File: src/hdl/mmc5_pkg.sv
// Shared MMC5 constants, register addresses and banking mode types, imported by the RTL and testbench
package mmc5_pkg;

	// Bus and output address widths
	localparam int CPU_AW     = 16;
	localparam int PRG_OUT_AW = 22;
	localparam int PPU_AW     = 14;
	localparam int CHR_OUT_AW = 22;

	// Register field widths
	localparam int PRG_BANK_W    = 8;
	localparam int CHR_BANK_W    = 8;
	localparam int RAM_BANK_W    = 3;
	localparam int MIRROR_W      = 8; // Two bits per nametable quadrant
	localparam int SCANLINE_W    = 8;
	localparam int NUM_CHR_BANKS = 8;

	// CPU register map
	localparam logic [CPU_AW-1:0] REG_PRG_MODE     = 16'h5100;
	localparam logic [CPU_AW-1:0] REG_CHR_MODE     = 16'h5101;
	localparam logic [CPU_AW-1:0] REG_PROT1        = 16'h5102;
	localparam logic [CPU_AW-1:0] REG_PROT2        = 16'h5103;
	localparam logic [CPU_AW-1:0] REG_MIRROR       = 16'h5105;
	localparam logic [CPU_AW-1:0] REG_PRG_RAM_BANK = 16'h5113;
	localparam logic [CPU_AW-1:0] REG_PRG_BANK0    = 16'h5114;
	localparam logic [CPU_AW-1:0] REG_PRG_BANK1    = 16'h5115;
	localparam logic [CPU_AW-1:0] REG_PRG_BANK2    = 16'h5116;
	localparam logic [CPU_AW-1:0] REG_PRG_BANK3    = 16'h5117;
	localparam logic [CPU_AW-1:0] REG_CHR_BANK0    = 16'h5120; // Banks 1 to 7 follow
	localparam logic [CPU_AW-1:0] REG_IRQ_LINE     = 16'h5203;
	localparam logic [CPU_AW-1:0] REG_IRQ_STATUS   = 16'h5204;
	localparam logic [CPU_AW-1:0] REG_MUL_A        = 16'h5205;
	localparam logic [CPU_AW-1:0] REG_MUL_B        = 16'h5206;

	// Both keys must be written before PRG RAM accepts writes
	localparam logic [1:0] PROT1_KEY = 2'b10;
	localparam logic [1:0] PROT2_KEY = 2'b01;

	// Scanline detection
	localparam logic [SCANLINE_W-1:0] LAST_SCANLINE = 8'd239;
	localparam logic [1:0] NT_REPEAT     = 2'd3; // Identical NT reads before the frame is armed
	localparam logic [1:0] IDLE_CE_LIMIT = 2'd3; // Read-free CPU cycles before leaving the frame
	localparam logic [CPU_AW-1:0] NMI_VECTOR = 16'hFFFA;

	// PRG space
	localparam logic [CPU_AW-1:0] PRG_RAM_BASE = 16'h6000;
	localparam logic [5:0] PRG_RAM_PAGE = 6'b111100;

	typedef enum logic [1:0] {
		PRG_32K,
		PRG_16K,
		PRG_16K_8K,
		PRG_8K
	} prg_mode_e;

	typedef enum logic [1:0] {
		CHR_8K,
		CHR_4K,
		CHR_2K,
		CHR_1K
	} chr_mode_e;

endpackage

File: src/hdl/mmc5_regs.sv
// MMC5 CPU register file, holds banking, mirroring, IRQ and multiplier state and returns read data
`timescale 1ns/1ps

module mmc5_regs (
	input  logic                              clk,
	input  logic                              rst_i,
	input  logic                              ce_i,
	input  logic [mmc5_pkg::CPU_AW-1:0]       prg_addr_i,
	input  logic [7:0]                        prg_data_i,
	input  logic                              prg_write_i,
	input  logic                              prg_read_i,
	input  logic                              in_frame_i,
	input  logic                              irq_pending_i,
	output logic [7:0]                        prg_dout_o,
	output logic                              prg_dout_valid_o,
	output mmc5_pkg::prg_mode_e               prg_mode_o,
	output logic [mmc5_pkg::PRG_BANK_W-1:0]   prg_bank0_o,
	output logic [mmc5_pkg::PRG_BANK_W-1:0]   prg_bank1_o,
	output logic [mmc5_pkg::PRG_BANK_W-1:0]   prg_bank2_o,
	output logic [mmc5_pkg::PRG_BANK_W-1:0]   prg_bank3_o,
	output logic [mmc5_pkg::RAM_BANK_W-1:0]   ram_bank_o,
	output logic                              ram_we_o,
	output mmc5_pkg::chr_mode_e               chr_mode_o,
	output logic [mmc5_pkg::CHR_BANK_W-1:0]   chr_bank0_o,
	output logic [mmc5_pkg::CHR_BANK_W-1:0]   chr_bank1_o,
	output logic [mmc5_pkg::CHR_BANK_W-1:0]   chr_bank2_o,
	output logic [mmc5_pkg::CHR_BANK_W-1:0]   chr_bank3_o,
	output logic [mmc5_pkg::CHR_BANK_W-1:0]   chr_bank4_o,
	output logic [mmc5_pkg::CHR_BANK_W-1:0]   chr_bank5_o,
	output logic [mmc5_pkg::CHR_BANK_W-1:0]   chr_bank6_o,
	output logic [mmc5_pkg::CHR_BANK_W-1:0]   chr_bank7_o,
	output logic [mmc5_pkg::MIRROR_W-1:0]     mirroring_o,
	output logic [mmc5_pkg::SCANLINE_W-1:0]   irq_line_o,
	output logic                              irq_status_rd_o,
	output logic                              irq_o
);
	import mmc5_pkg::*;

	logic                  prot1;
	logic                  prot2;
	logic                  irq_enable;
	logic [7:0]            mul_a;
	logic [7:0]            mul_b;
	logic [15:0]           product;
	logic [CHR_BANK_W-1:0] chr_bank [NUM_CHR_BANKS];
	logic                  wr_en;

	assign wr_en    = ce_i && prg_write_i;
	assign ram_we_o = prot1 && prot2; // Unlocked only while both keys hold
	assign product  = mul_a * mul_b;

	always_ff @(posedge clk) begin
		if (rst_i) begin
			prg_mode_o  <= PRG_8K;
			chr_mode_o  <= CHR_8K;
			prot1       <= 1'b0;
			prot2       <= 1'b0;
			mirroring_o <= '0;
			ram_bank_o  <= '0;
			prg_bank0_o <= '0;
			prg_bank1_o <= '0;
			prg_bank2_o <= '0;
			prg_bank3_o <= 8'h7F; // Last ROM page holds the reset vector
			irq_line_o  <= '0;
			irq_enable  <= 1'b0;
			mul_a       <= '0;
			mul_b       <= '0;
			for (int i = 0; i < NUM_CHR_BANKS; i++) begin
				chr_bank[i] <= '0;
			end
		end else if (wr_en) begin
			case (prg_addr_i)
				REG_PRG_MODE:     prg_mode_o <= prg_mode_e'(prg_data_i[1:0]);
				REG_CHR_MODE:     chr_mode_o <= chr_mode_e'(prg_data_i[1:0]);
				REG_PROT1:        prot1 <= (prg_data_i[1:0] == PROT1_KEY);
				REG_PROT2:        prot2 <= (prg_data_i[1:0] == PROT2_KEY);
				REG_MIRROR:       mirroring_o <= prg_data_i;
				REG_PRG_RAM_BANK: ram_bank_o <= prg_data_i[RAM_BANK_W-1:0];
				REG_PRG_BANK0:    prg_bank0_o <= prg_data_i;
				REG_PRG_BANK1:    prg_bank1_o <= prg_data_i;
				REG_PRG_BANK2:    prg_bank2_o <= prg_data_i;
				REG_PRG_BANK3:    prg_bank3_o <= prg_data_i;
				REG_IRQ_LINE:     irq_line_o <= prg_data_i;
				REG_IRQ_STATUS:   irq_enable <= prg_data_i[7];
				REG_MUL_A:        mul_a <= prg_data_i;
				REG_MUL_B:        mul_b <= prg_data_i;
				default: begin
				end
			endcase
			// $5120-$5127, one bank per address
			if (prg_addr_i[CPU_AW-1:3] == REG_CHR_BANK0[CPU_AW-1:3]) begin
				chr_bank[prg_addr_i[2:0]] <= prg_data_i;
			end
		end
	end

	assign chr_bank0_o = chr_bank[0];
	assign chr_bank1_o = chr_bank[1];
	assign chr_bank2_o = chr_bank[2];
	assign chr_bank3_o = chr_bank[3];
	assign chr_bank4_o = chr_bank[4];
	assign chr_bank5_o = chr_bank[5];
	assign chr_bank6_o = chr_bank[6];
	assign chr_bank7_o = chr_bank[7];

	// Status read strobe and IRQ output
	always_ff @(posedge clk) begin
		if (rst_i) begin
			irq_status_rd_o <= 1'b0;
			irq_o           <= 1'b0;
		end else begin
			irq_status_rd_o <= ce_i && prg_read_i && (prg_addr_i == REG_IRQ_STATUS);
			irq_o           <= irq_pending_i && irq_enable;
		end
	end

	always_comb begin
		prg_dout_valid_o = 1'b1;
		case (prg_addr_i)
			REG_IRQ_STATUS: prg_dout_o = {irq_pending_i, in_frame_i, 6'b111111};
			REG_MUL_A:      prg_dout_o = product[7:0];
			REG_MUL_B:      prg_dout_o = product[15:8];
			default: begin
				prg_dout_o       = 8'hFF; // Open bus
				prg_dout_valid_o = 1'b0;
			end
		endcase
	end

endmodule

File: src/hdl/mmc5_prg_map.sv
// MMC5 PRG address translation, maps CPU addresses to 8 kB ROM or RAM pages and gates access
`timescale 1ns/1ps

module mmc5_prg_map (
	input  logic [mmc5_pkg::CPU_AW-1:0]     prg_addr_i,
	input  logic                            prg_write_i,
	input  mmc5_pkg::prg_mode_e             prg_mode_i,
	input  logic [mmc5_pkg::PRG_BANK_W-1:0] prg_bank0_i,
	input  logic [mmc5_pkg::PRG_BANK_W-1:0] prg_bank1_i,
	input  logic [mmc5_pkg::PRG_BANK_W-1:0] prg_bank2_i,
	input  logic [mmc5_pkg::PRG_BANK_W-1:0] prg_bank3_i,
	input  logic [mmc5_pkg::RAM_BANK_W-1:0] ram_bank_i,
	input  logic                            ram_we_i,
	output logic [mmc5_pkg::PRG_OUT_AW-1:0] prg_aout_o,
	output logic                            prg_allow_o
);
	import mmc5_pkg::*;

	logic [7:0] prg_sel; // Bit 7 set selects ROM
	logic       is_rom;

	always_comb begin
		if (!prg_addr_i[15]) begin
			prg_sel = {5'b00000, ram_bank_i}; // $6000-$7FFF in every mode
		end else begin
			case (prg_mode_i)
				PRG_32K: prg_sel = {1'b1, prg_bank3_i[6:2], prg_addr_i[14:13]};
				PRG_16K: begin
					if (prg_addr_i[14])
						prg_sel = {1'b1, prg_bank3_i[6:1], prg_addr_i[13]};
					else
						prg_sel = {prg_bank1_i[7:1], prg_addr_i[13]};
				end
				PRG_16K_8K: begin
					if (!prg_addr_i[14])
						prg_sel = {prg_bank1_i[7:1], prg_addr_i[13]};
					else if (!prg_addr_i[13])
						prg_sel = prg_bank2_i;
					else
						prg_sel = {1'b1, prg_bank3_i[6:0]};
				end
				default: begin
					case (prg_addr_i[14:13])
						2'd0:    prg_sel = prg_bank0_i;
						2'd1:    prg_sel = prg_bank1_i;
						2'd2:    prg_sel = prg_bank2_i;
						default: prg_sel = {1'b1, prg_bank3_i[6:0]};
					endcase
				end
			endcase
		end
	end

	assign is_rom = prg_sel[7];

	// RAM pages sit at the top of the PRG output space
	assign prg_aout_o = is_rom ? {2'b00, prg_sel[6:0], prg_addr_i[12:0]}
	                           : {PRG_RAM_PAGE, prg_sel[2:0], prg_addr_i[12:0]};

	assign prg_allow_o = (prg_addr_i >= PRG_RAM_BASE) && (!prg_write_i || (!is_rom && ram_we_i));

endmodule

File: src/hdl/mmc5_chr_map.sv
// MMC5 CHR bank selection and nametable mirroring, maps PPU addresses to CHR ROM and console VRAM
`timescale 1ns/1ps

module mmc5_chr_map (
	input  logic [mmc5_pkg::PPU_AW-1:0]     chr_addr_i,
	input  mmc5_pkg::chr_mode_e             chr_mode_i,
	input  logic [mmc5_pkg::CHR_BANK_W-1:0] chr_bank0_i,
	input  logic [mmc5_pkg::CHR_BANK_W-1:0] chr_bank1_i,
	input  logic [mmc5_pkg::CHR_BANK_W-1:0] chr_bank2_i,
	input  logic [mmc5_pkg::CHR_BANK_W-1:0] chr_bank3_i,
	input  logic [mmc5_pkg::CHR_BANK_W-1:0] chr_bank4_i,
	input  logic [mmc5_pkg::CHR_BANK_W-1:0] chr_bank5_i,
	input  logic [mmc5_pkg::CHR_BANK_W-1:0] chr_bank6_i,
	input  logic [mmc5_pkg::CHR_BANK_W-1:0] chr_bank7_i,
	input  logic [mmc5_pkg::MIRROR_W-1:0]   mirroring_i,
	output logic [mmc5_pkg::CHR_OUT_AW-1:0] chr_aout_o,
	output logic                            vram_a10_o,
	output logic                            vram_ce_o
);
	import mmc5_pkg::*;

	logic [9:0] chr_sel; // 1 kB page number
	logic [1:0] mirr_bits;

	always_comb begin
		case (chr_mode_i)
			CHR_8K: chr_sel = {chr_bank7_i[6:0], chr_addr_i[12:10]};
			CHR_4K: begin
				if (chr_addr_i[12])
					chr_sel = {chr_bank7_i, chr_addr_i[11:10]};
				else
					chr_sel = {chr_bank3_i, chr_addr_i[11:10]};
			end
			CHR_2K: begin
				case (chr_addr_i[12:11])
					2'd0:    chr_sel = {1'b0, chr_bank1_i, chr_addr_i[10]};
					2'd1:    chr_sel = {1'b0, chr_bank3_i, chr_addr_i[10]};
					2'd2:    chr_sel = {1'b0, chr_bank5_i, chr_addr_i[10]};
					default: chr_sel = {1'b0, chr_bank7_i, chr_addr_i[10]};
				endcase
			end
			default: begin
				case (chr_addr_i[12:10])
					3'd0:    chr_sel = {2'b00, chr_bank0_i};
					3'd1:    chr_sel = {2'b00, chr_bank1_i};
					3'd2:    chr_sel = {2'b00, chr_bank2_i};
					3'd3:    chr_sel = {2'b00, chr_bank3_i};
					3'd4:    chr_sel = {2'b00, chr_bank4_i};
					3'd5:    chr_sel = {2'b00, chr_bank5_i};
					3'd6:    chr_sel = {2'b00, chr_bank6_i};
					default: chr_sel = {2'b00, chr_bank7_i};
				endcase
			end
		endcase
	end

	assign chr_aout_o = {2'b10, chr_sel, chr_addr_i[9:0]}; // CHR ROM region

	// Two bits per quadrant, 0/1 pick VRAM page A/B, 2/3 leave VRAM off
	always_comb begin
		case (chr_addr_i[11:10])
			2'd0:    mirr_bits = mirroring_i[1:0];
			2'd1:    mirr_bits = mirroring_i[3:2];
			2'd2:    mirr_bits = mirroring_i[5:4];
			default: mirr_bits = mirroring_i[7:6];
		endcase
	end

	assign vram_a10_o = mirr_bits[0];
	assign vram_ce_o  = chr_addr_i[13] && !mirr_bits[1];

endmodule

File: src/hdl/mmc5_scanline.sv
// MMC5 scanline detector, tracks in-frame state from PPU nametable reads and raises the line IRQ
`timescale 1ns/1ps

module mmc5_scanline (
	input  logic                            clk,
	input  logic                            rst_i,
	input  logic                            ce_i,
	input  logic [mmc5_pkg::PPU_AW-1:0]     chr_addr_i,
	input  logic                            chr_read_i,
	input  logic [mmc5_pkg::CPU_AW-1:0]     prg_addr_i,
	input  logic                            prg_read_i,
	input  logic [mmc5_pkg::SCANLINE_W-1:0] irq_line_i,
	input  logic                            irq_status_rd_i,
	output logic                            in_frame_o,
	output logic                            irq_pending_o
);
	import mmc5_pkg::*;

	logic                  last_chr_read;
	logic [11:0]           last_nt_addr;
	logic [1:0]            nt_cnt;   // Identical NT reads seen so far
	logic [1:0]            idle_cnt; // CPU cycles without a PPU read
	logic [SCANLINE_W-1:0] scanline;
	logic                  clr_req;  // Status was read, clear pending on next ce
	logic                  rd_edge;
	logic                  is_nt_addr;
	logic                  armed;
	logic                  line_end;
	logic                  idle_exit;
	logic                  nmi_exit;
	logic                  leave;

	assign rd_edge    = chr_read_i && !last_chr_read;
	assign is_nt_addr = (chr_addr_i[13:12] == 2'b10);
	assign armed      = (nt_cnt == NT_REPEAT);

	// Any of these drops the frame
	assign line_end  = rd_edge && armed && (scanline == LAST_SCANLINE);
	assign idle_exit = ce_i && !chr_read_i && (idle_cnt == IDLE_CE_LIMIT - 2'd1);
	assign nmi_exit  = ce_i && prg_read_i && ({prg_addr_i[CPU_AW-1:1], 1'b0} == NMI_VECTOR);
	assign leave     = in_frame_o && (line_end || idle_exit || nmi_exit);

	always_ff @(posedge clk) begin
		if (rst_i) begin
			last_chr_read <= 1'b0;
			nt_cnt        <= '0;
			idle_cnt      <= '0;
			scanline      <= '0;
			clr_req       <= 1'b0;
			in_frame_o    <= 1'b0;
			irq_pending_o <= 1'b0;
		end else begin
			last_chr_read <= chr_read_i;

			// Status read clears pending one CPU cycle later
			if (irq_status_rd_i) begin
				clr_req <= 1'b1;
			end else if (ce_i && clr_req) begin
				clr_req       <= 1'b0;
				irq_pending_o <= 1'b0;
			end

			if (rd_edge) begin
				last_nt_addr <= chr_addr_i[11:0];
				if (!armed) begin
					nt_cnt <= nt_cnt + 2'd1;
				end else if (!in_frame_o) begin
					in_frame_o <= 1'b1;
					scanline   <= '0;
				end else if (scanline != LAST_SCANLINE) begin
					scanline <= scanline + 8'd1;
					if (scanline + 8'd1 == irq_line_i)
						irq_pending_o <= 1'b1;
				end
				// Restart the count on a non-NT read or a new NT address
				if (!is_nt_addr || (nt_cnt != 2'd0 && last_nt_addr != chr_addr_i[11:0]))
					nt_cnt <= '0;
			end

			if (ce_i) begin
				if (chr_read_i)
					idle_cnt <= '0;
				else if (in_frame_o)
					idle_cnt <= idle_cnt + 2'd1;
			end

			if (leave) begin
				in_frame_o    <= 1'b0;
				irq_pending_o <= 1'b0;
				nt_cnt        <= '0;
				idle_cnt      <= '0;
			end
		end
	end

endmodule

File: src/hdl/mmc5_top.sv
// MMC5 mapper top level, joins the register file, PRG and CHR mappers and scanline detector
`timescale 1ns/1ps

module mmc5_top (
	input  logic                            clk,
	input  logic                            rst_i,
	input  logic                            ce_i,
	input  logic [mmc5_pkg::CPU_AW-1:0]     prg_addr_i,
	input  logic [7:0]                      prg_data_i,
	input  logic                            prg_write_i,
	input  logic                            prg_read_i,
	output logic [7:0]                      prg_dout_o,
	output logic                            prg_dout_valid_o,
	output logic [mmc5_pkg::PRG_OUT_AW-1:0] prg_aout_o,
	output logic                            prg_allow_o,
	input  logic [mmc5_pkg::PPU_AW-1:0]     chr_addr_i,
	input  logic                            chr_read_i,
	output logic [mmc5_pkg::CHR_OUT_AW-1:0] chr_aout_o,
	output logic                            vram_a10_o,
	output logic                            vram_ce_o,
	output logic                            irq_o
);
	import mmc5_pkg::*;

	prg_mode_e             prg_mode;
	chr_mode_e             chr_mode;
	logic [PRG_BANK_W-1:0] prg_bank0, prg_bank1, prg_bank2, prg_bank3;
	logic [RAM_BANK_W-1:0] ram_bank;
	logic                  ram_we;
	logic [CHR_BANK_W-1:0] chr_bank0, chr_bank1, chr_bank2, chr_bank3;
	logic [CHR_BANK_W-1:0] chr_bank4, chr_bank5, chr_bank6, chr_bank7;
	logic [MIRROR_W-1:0]   mirroring;
	logic [SCANLINE_W-1:0] irq_line;
	logic                  irq_status_rd;
	logic                  in_frame;
	logic                  irq_pending;

	mmc5_regs u_regs (
		.clk(clk), .rst_i(rst_i), .ce_i(ce_i),
		.prg_addr_i(prg_addr_i), .prg_data_i(prg_data_i),
		.prg_write_i(prg_write_i), .prg_read_i(prg_read_i),
		.in_frame_i(in_frame), .irq_pending_i(irq_pending),
		.prg_dout_o(prg_dout_o), .prg_dout_valid_o(prg_dout_valid_o),
		.prg_mode_o(prg_mode),
		.prg_bank0_o(prg_bank0), .prg_bank1_o(prg_bank1),
		.prg_bank2_o(prg_bank2), .prg_bank3_o(prg_bank3),
		.ram_bank_o(ram_bank), .ram_we_o(ram_we),
		.chr_mode_o(chr_mode),
		.chr_bank0_o(chr_bank0), .chr_bank1_o(chr_bank1),
		.chr_bank2_o(chr_bank2), .chr_bank3_o(chr_bank3),
		.chr_bank4_o(chr_bank4), .chr_bank5_o(chr_bank5),
		.chr_bank6_o(chr_bank6), .chr_bank7_o(chr_bank7),
		.mirroring_o(mirroring), .irq_line_o(irq_line),
		.irq_status_rd_o(irq_status_rd), .irq_o(irq_o)
	);

	mmc5_prg_map u_prg_map (
		.prg_addr_i(prg_addr_i), .prg_write_i(prg_write_i), .prg_mode_i(prg_mode),
		.prg_bank0_i(prg_bank0), .prg_bank1_i(prg_bank1),
		.prg_bank2_i(prg_bank2), .prg_bank3_i(prg_bank3),
		.ram_bank_i(ram_bank), .ram_we_i(ram_we),
		.prg_aout_o(prg_aout_o), .prg_allow_o(prg_allow_o)
	);

	mmc5_chr_map u_chr_map (
		.chr_addr_i(chr_addr_i), .chr_mode_i(chr_mode),
		.chr_bank0_i(chr_bank0), .chr_bank1_i(chr_bank1),
		.chr_bank2_i(chr_bank2), .chr_bank3_i(chr_bank3),
		.chr_bank4_i(chr_bank4), .chr_bank5_i(chr_bank5),
		.chr_bank6_i(chr_bank6), .chr_bank7_i(chr_bank7),
		.mirroring_i(mirroring),
		.chr_aout_o(chr_aout_o), .vram_a10_o(vram_a10_o), .vram_ce_o(vram_ce_o)
	);

	mmc5_scanline u_scanline (
		.clk(clk), .rst_i(rst_i), .ce_i(ce_i),
		.chr_addr_i(chr_addr_i), .chr_read_i(chr_read_i),
		.prg_addr_i(prg_addr_i), .prg_read_i(prg_read_i),
		.irq_line_i(irq_line), .irq_status_rd_i(irq_status_rd),
		.in_frame_o(in_frame), .irq_pending_o(irq_pending)
	);

endmodule

File: config.mk
export PLATFORM = sky130hd
export DESIGN_NAME = mmc5_top
export DESIGN_NICKNAME = d
export VERILOG_FILES = /design/src/hdl/mmc5_pkg.sv /design/src/hdl/mmc5_regs.sv /design/src/hdl/mmc5_prg_map.sv /design/src/hdl/mmc5_chr_map.sv /design/src/hdl/mmc5_scanline.sv /design/src/hdl/mmc5_top.sv
export SDC_FILE = /design/constraint.sdc
export NUM_CORES = 1
export LEC_CHECK = 0
export BUFFER_PORTS_ARGS = -buffer_cell sky130_fd_sc_hd__buf_4
export CORE_ASPECT_RATIO = 0.75
export CORE_MARGIN = 2
export CORE_UTILIZATION = 45
export CTS_CLUSTER_SIZE = 30
export DETAILED_ROUTE_END_ITERATION = 16
export SLEW_MARGIN = 10
export SYNTH_ARGS = -nofsm -noshare
export SYNTH_HDL_FRONTEND = slang
export SYNTH_HIERARCHICAL = 1
export SYNTH_SLANG_ARGS = --single-unit
export TNS_END_PERCENT = 5
File: constraint.sdc
create_clock -name clk -period 5.7 [get_ports clk]
set_input_delay 1.14 -clock clk [delete_from_list [all_inputs] [get_ports clk]]
set_output_delay 1.14 -clock clk [all_outputs]
set_load 0.05 [all_outputs]
==> impl_metrics.yaml <==
cts:
  ctsHoldBuffers: 0
  clock_latency_ps: 430
  clock_path_buffers: 2
  numCtsBuffers: 17
  cts.clk_slew.worst_paths_ps: 60
  cts_root_buf: "clkbuf_16"
  cts_tree: "yes"
  cts_max_level: 4
  cts.sinks: 167
sta:
  rsz0062_at_grt: "true"
  relSlewSlack: 0.334
  hold_slack_ps: 441
  setup_viol: 0
  clock.fmax_ghz: 0.176
  layout_setup_ws_ps: 21.8
  period_needed_ps: 5680
  hold_viol: 0
  tightest_slew_ps: 996
  finClkSkew_ps: 8.11
  slew_violations: 0
  tns_ps: 0
  fin_crit_sh: 0.996
floorplanning:
  dieArea_um2: 25800
  core_um2: 24000
  die-height_um: 140
  die_w_um: 185
  num_rows: 49
  start_util: 0.459
  ios: 101
status:
  status: "finished, final reports clean"
job:
  cap_violations: 0
logic_synthesis:
  synth.avg_cell_area_um2: 9.84
  syn_area_um2: 11000
  synth_fp_nets: 1240
  synthCells: 1120
  yosys_warnings: 6
grt:
  track_usage: 0.226
  met1_usage: 0.353
  grt_busiest_layer: "met1"
  overflow: 0
  met3_usage: 0.0440
  grt_max_degree: 74
  grt_pass1_vias: 7892
  grt_first_pass_wirelength_um: 44900
  met2_usage: 0.322
  antenna_found_initial: 0
worst_setup_path:
  r2r-start: "u_scanline/scanline[0]"
  cp_max_fo: 8
  criticalPathCategory: "flop to output port"
  crit_path_end_kind: "output port"
  critPathLaunchType: "flop"
  cp.required_ps: 4560
  worstSetupStartpoint: "u_regs/mul_a[5]"
  critPathArrivalTime_ps: 4540
cells_and_area:
  mostFrequentLayoutCell: "and2_1"
  layout-drive-gt1-share: 0.190
  final_cell_mix: "and2_1, buf_4, nor2_1"
  final_cells: 1522
  fillers: 2244
  num-nets-final: 1297
  syn2layout_area_growth_pct: 13.9
power_and_ir_drop:
  ir_drop_v: 0.000224
  power_per_cell_area_nw_per_um2: 214
  p_leak_nw: 5.16
place:
  pre_cts_ws_ps: 5.70
  dp_cells: 1482
  port-buffer-count: 98
  place_hpwl_um: 20600
  gp_congestion: 0.907
drt:
  dr.pass1.iters: 5
  wl_um: 28700
  vias: 8504
  drc: 0
  ant_nets: 0
  wl_per_cell_um: 18.8
  viasPerCell: 5.59
  drt_iter0_drc: 665
min_path:
  hp-start: "u_regs/irq_enable"
  hp-class: "flop to flop"
## layout make-up
type	instances	area (um^2)	share of cell area
clock inverters	11	100	0.00797
multi-input cells	799	6280	0.500
clock buffers	21	462	0.0368
flip-flops and latches	167	4130	0.329
repair buffers	118	893	0.0711
inverters	74	278	0.0221
diodes	1	2.50	0.000199
well taps	331	414	0.0330
## per-stage QoR
step / utilization / area, um^2 / total power, mW
after floorplan: - / 11000 / 1.51
after detailed placement: 0.491 / 11800 / 1.61
after CTS: 0.519 / 12500 / 2.71
after global placement: 0.491 / 11800 / 1.61
after global routing: 0.522 / 12600 / 2.78
final: 0.523 / 12600 / 2.69
## flip-flops by register name, summed over array words and instances (netlist names), 3 cells and up
register	cells
u_regs/prg_bank1_o	8
u_regs/prg_bank2_o	8
u_regs/prg_bank0_o	8
u_scanline/scanline	8
u_scanline/last_nt_addr	12
u_regs/mul_b	8
u_regs/mul_a	8
u_regs/mirroring_o	8
u_regs/prg_bank3_o	7
u_regs/irq_line_o	8
u_regs/chr_bank	64
u_regs/ram_bank_o	3
## path summary, 6_finish.rpt
| check | depth (start not counted) | to | slack (ps) |
|---|---|---|---|
| min | 2 | u_regs/irq_o | 440 |
| max | 16 | prg_dout_o[7] | 20 |
| max reg2reg | 6 | u_scanline/nt_cnt[0] | 3750 |
| min reg2reg | 2 | u_regs/irq_o | 440 |
## power by group
group	internal, mW	leakage [nW]	switching [mW]	total (mW)
Sequential	1.28	1.46	0.0155	1.29
Clock	0.626	0.268	0.480	1.11
Combinational	0.0928	3.44	0.201	0.294
Total	1.99	5.16	0.697	2.69
## what timing repair did
| action | 4_1_cts | 5_1_grt |
|---|---|---|
| setup buffers | 5 | 2 |
| gates resized for setup | 23 | 20 |
| setup endpoints to repair | 7 | 6 |
| pin swaps | 10 | 16 |
## per-layer routing
layer,share of wire,wire length [um]
met5,0,0
met4,0.011,326
met3,0.061,1750
met2,0.43,12300
met1,0.50,14300
## critical path: stages, from the launching register on
cell and delay (ps):
dfxtp_1 320, buf_4 160, and2_1 170, fa_1 470, fa_1 500, fa_1 490, inv_1 50, fa_1 480
inv_1 70, ha_4 300, nand4_1 120, nor2_1 140, o21ai_2 90, a21oi_2 190, xnor2_2 90, o2111ai_1 220
buf_4 230
Power figures use the tool's default switching activity.
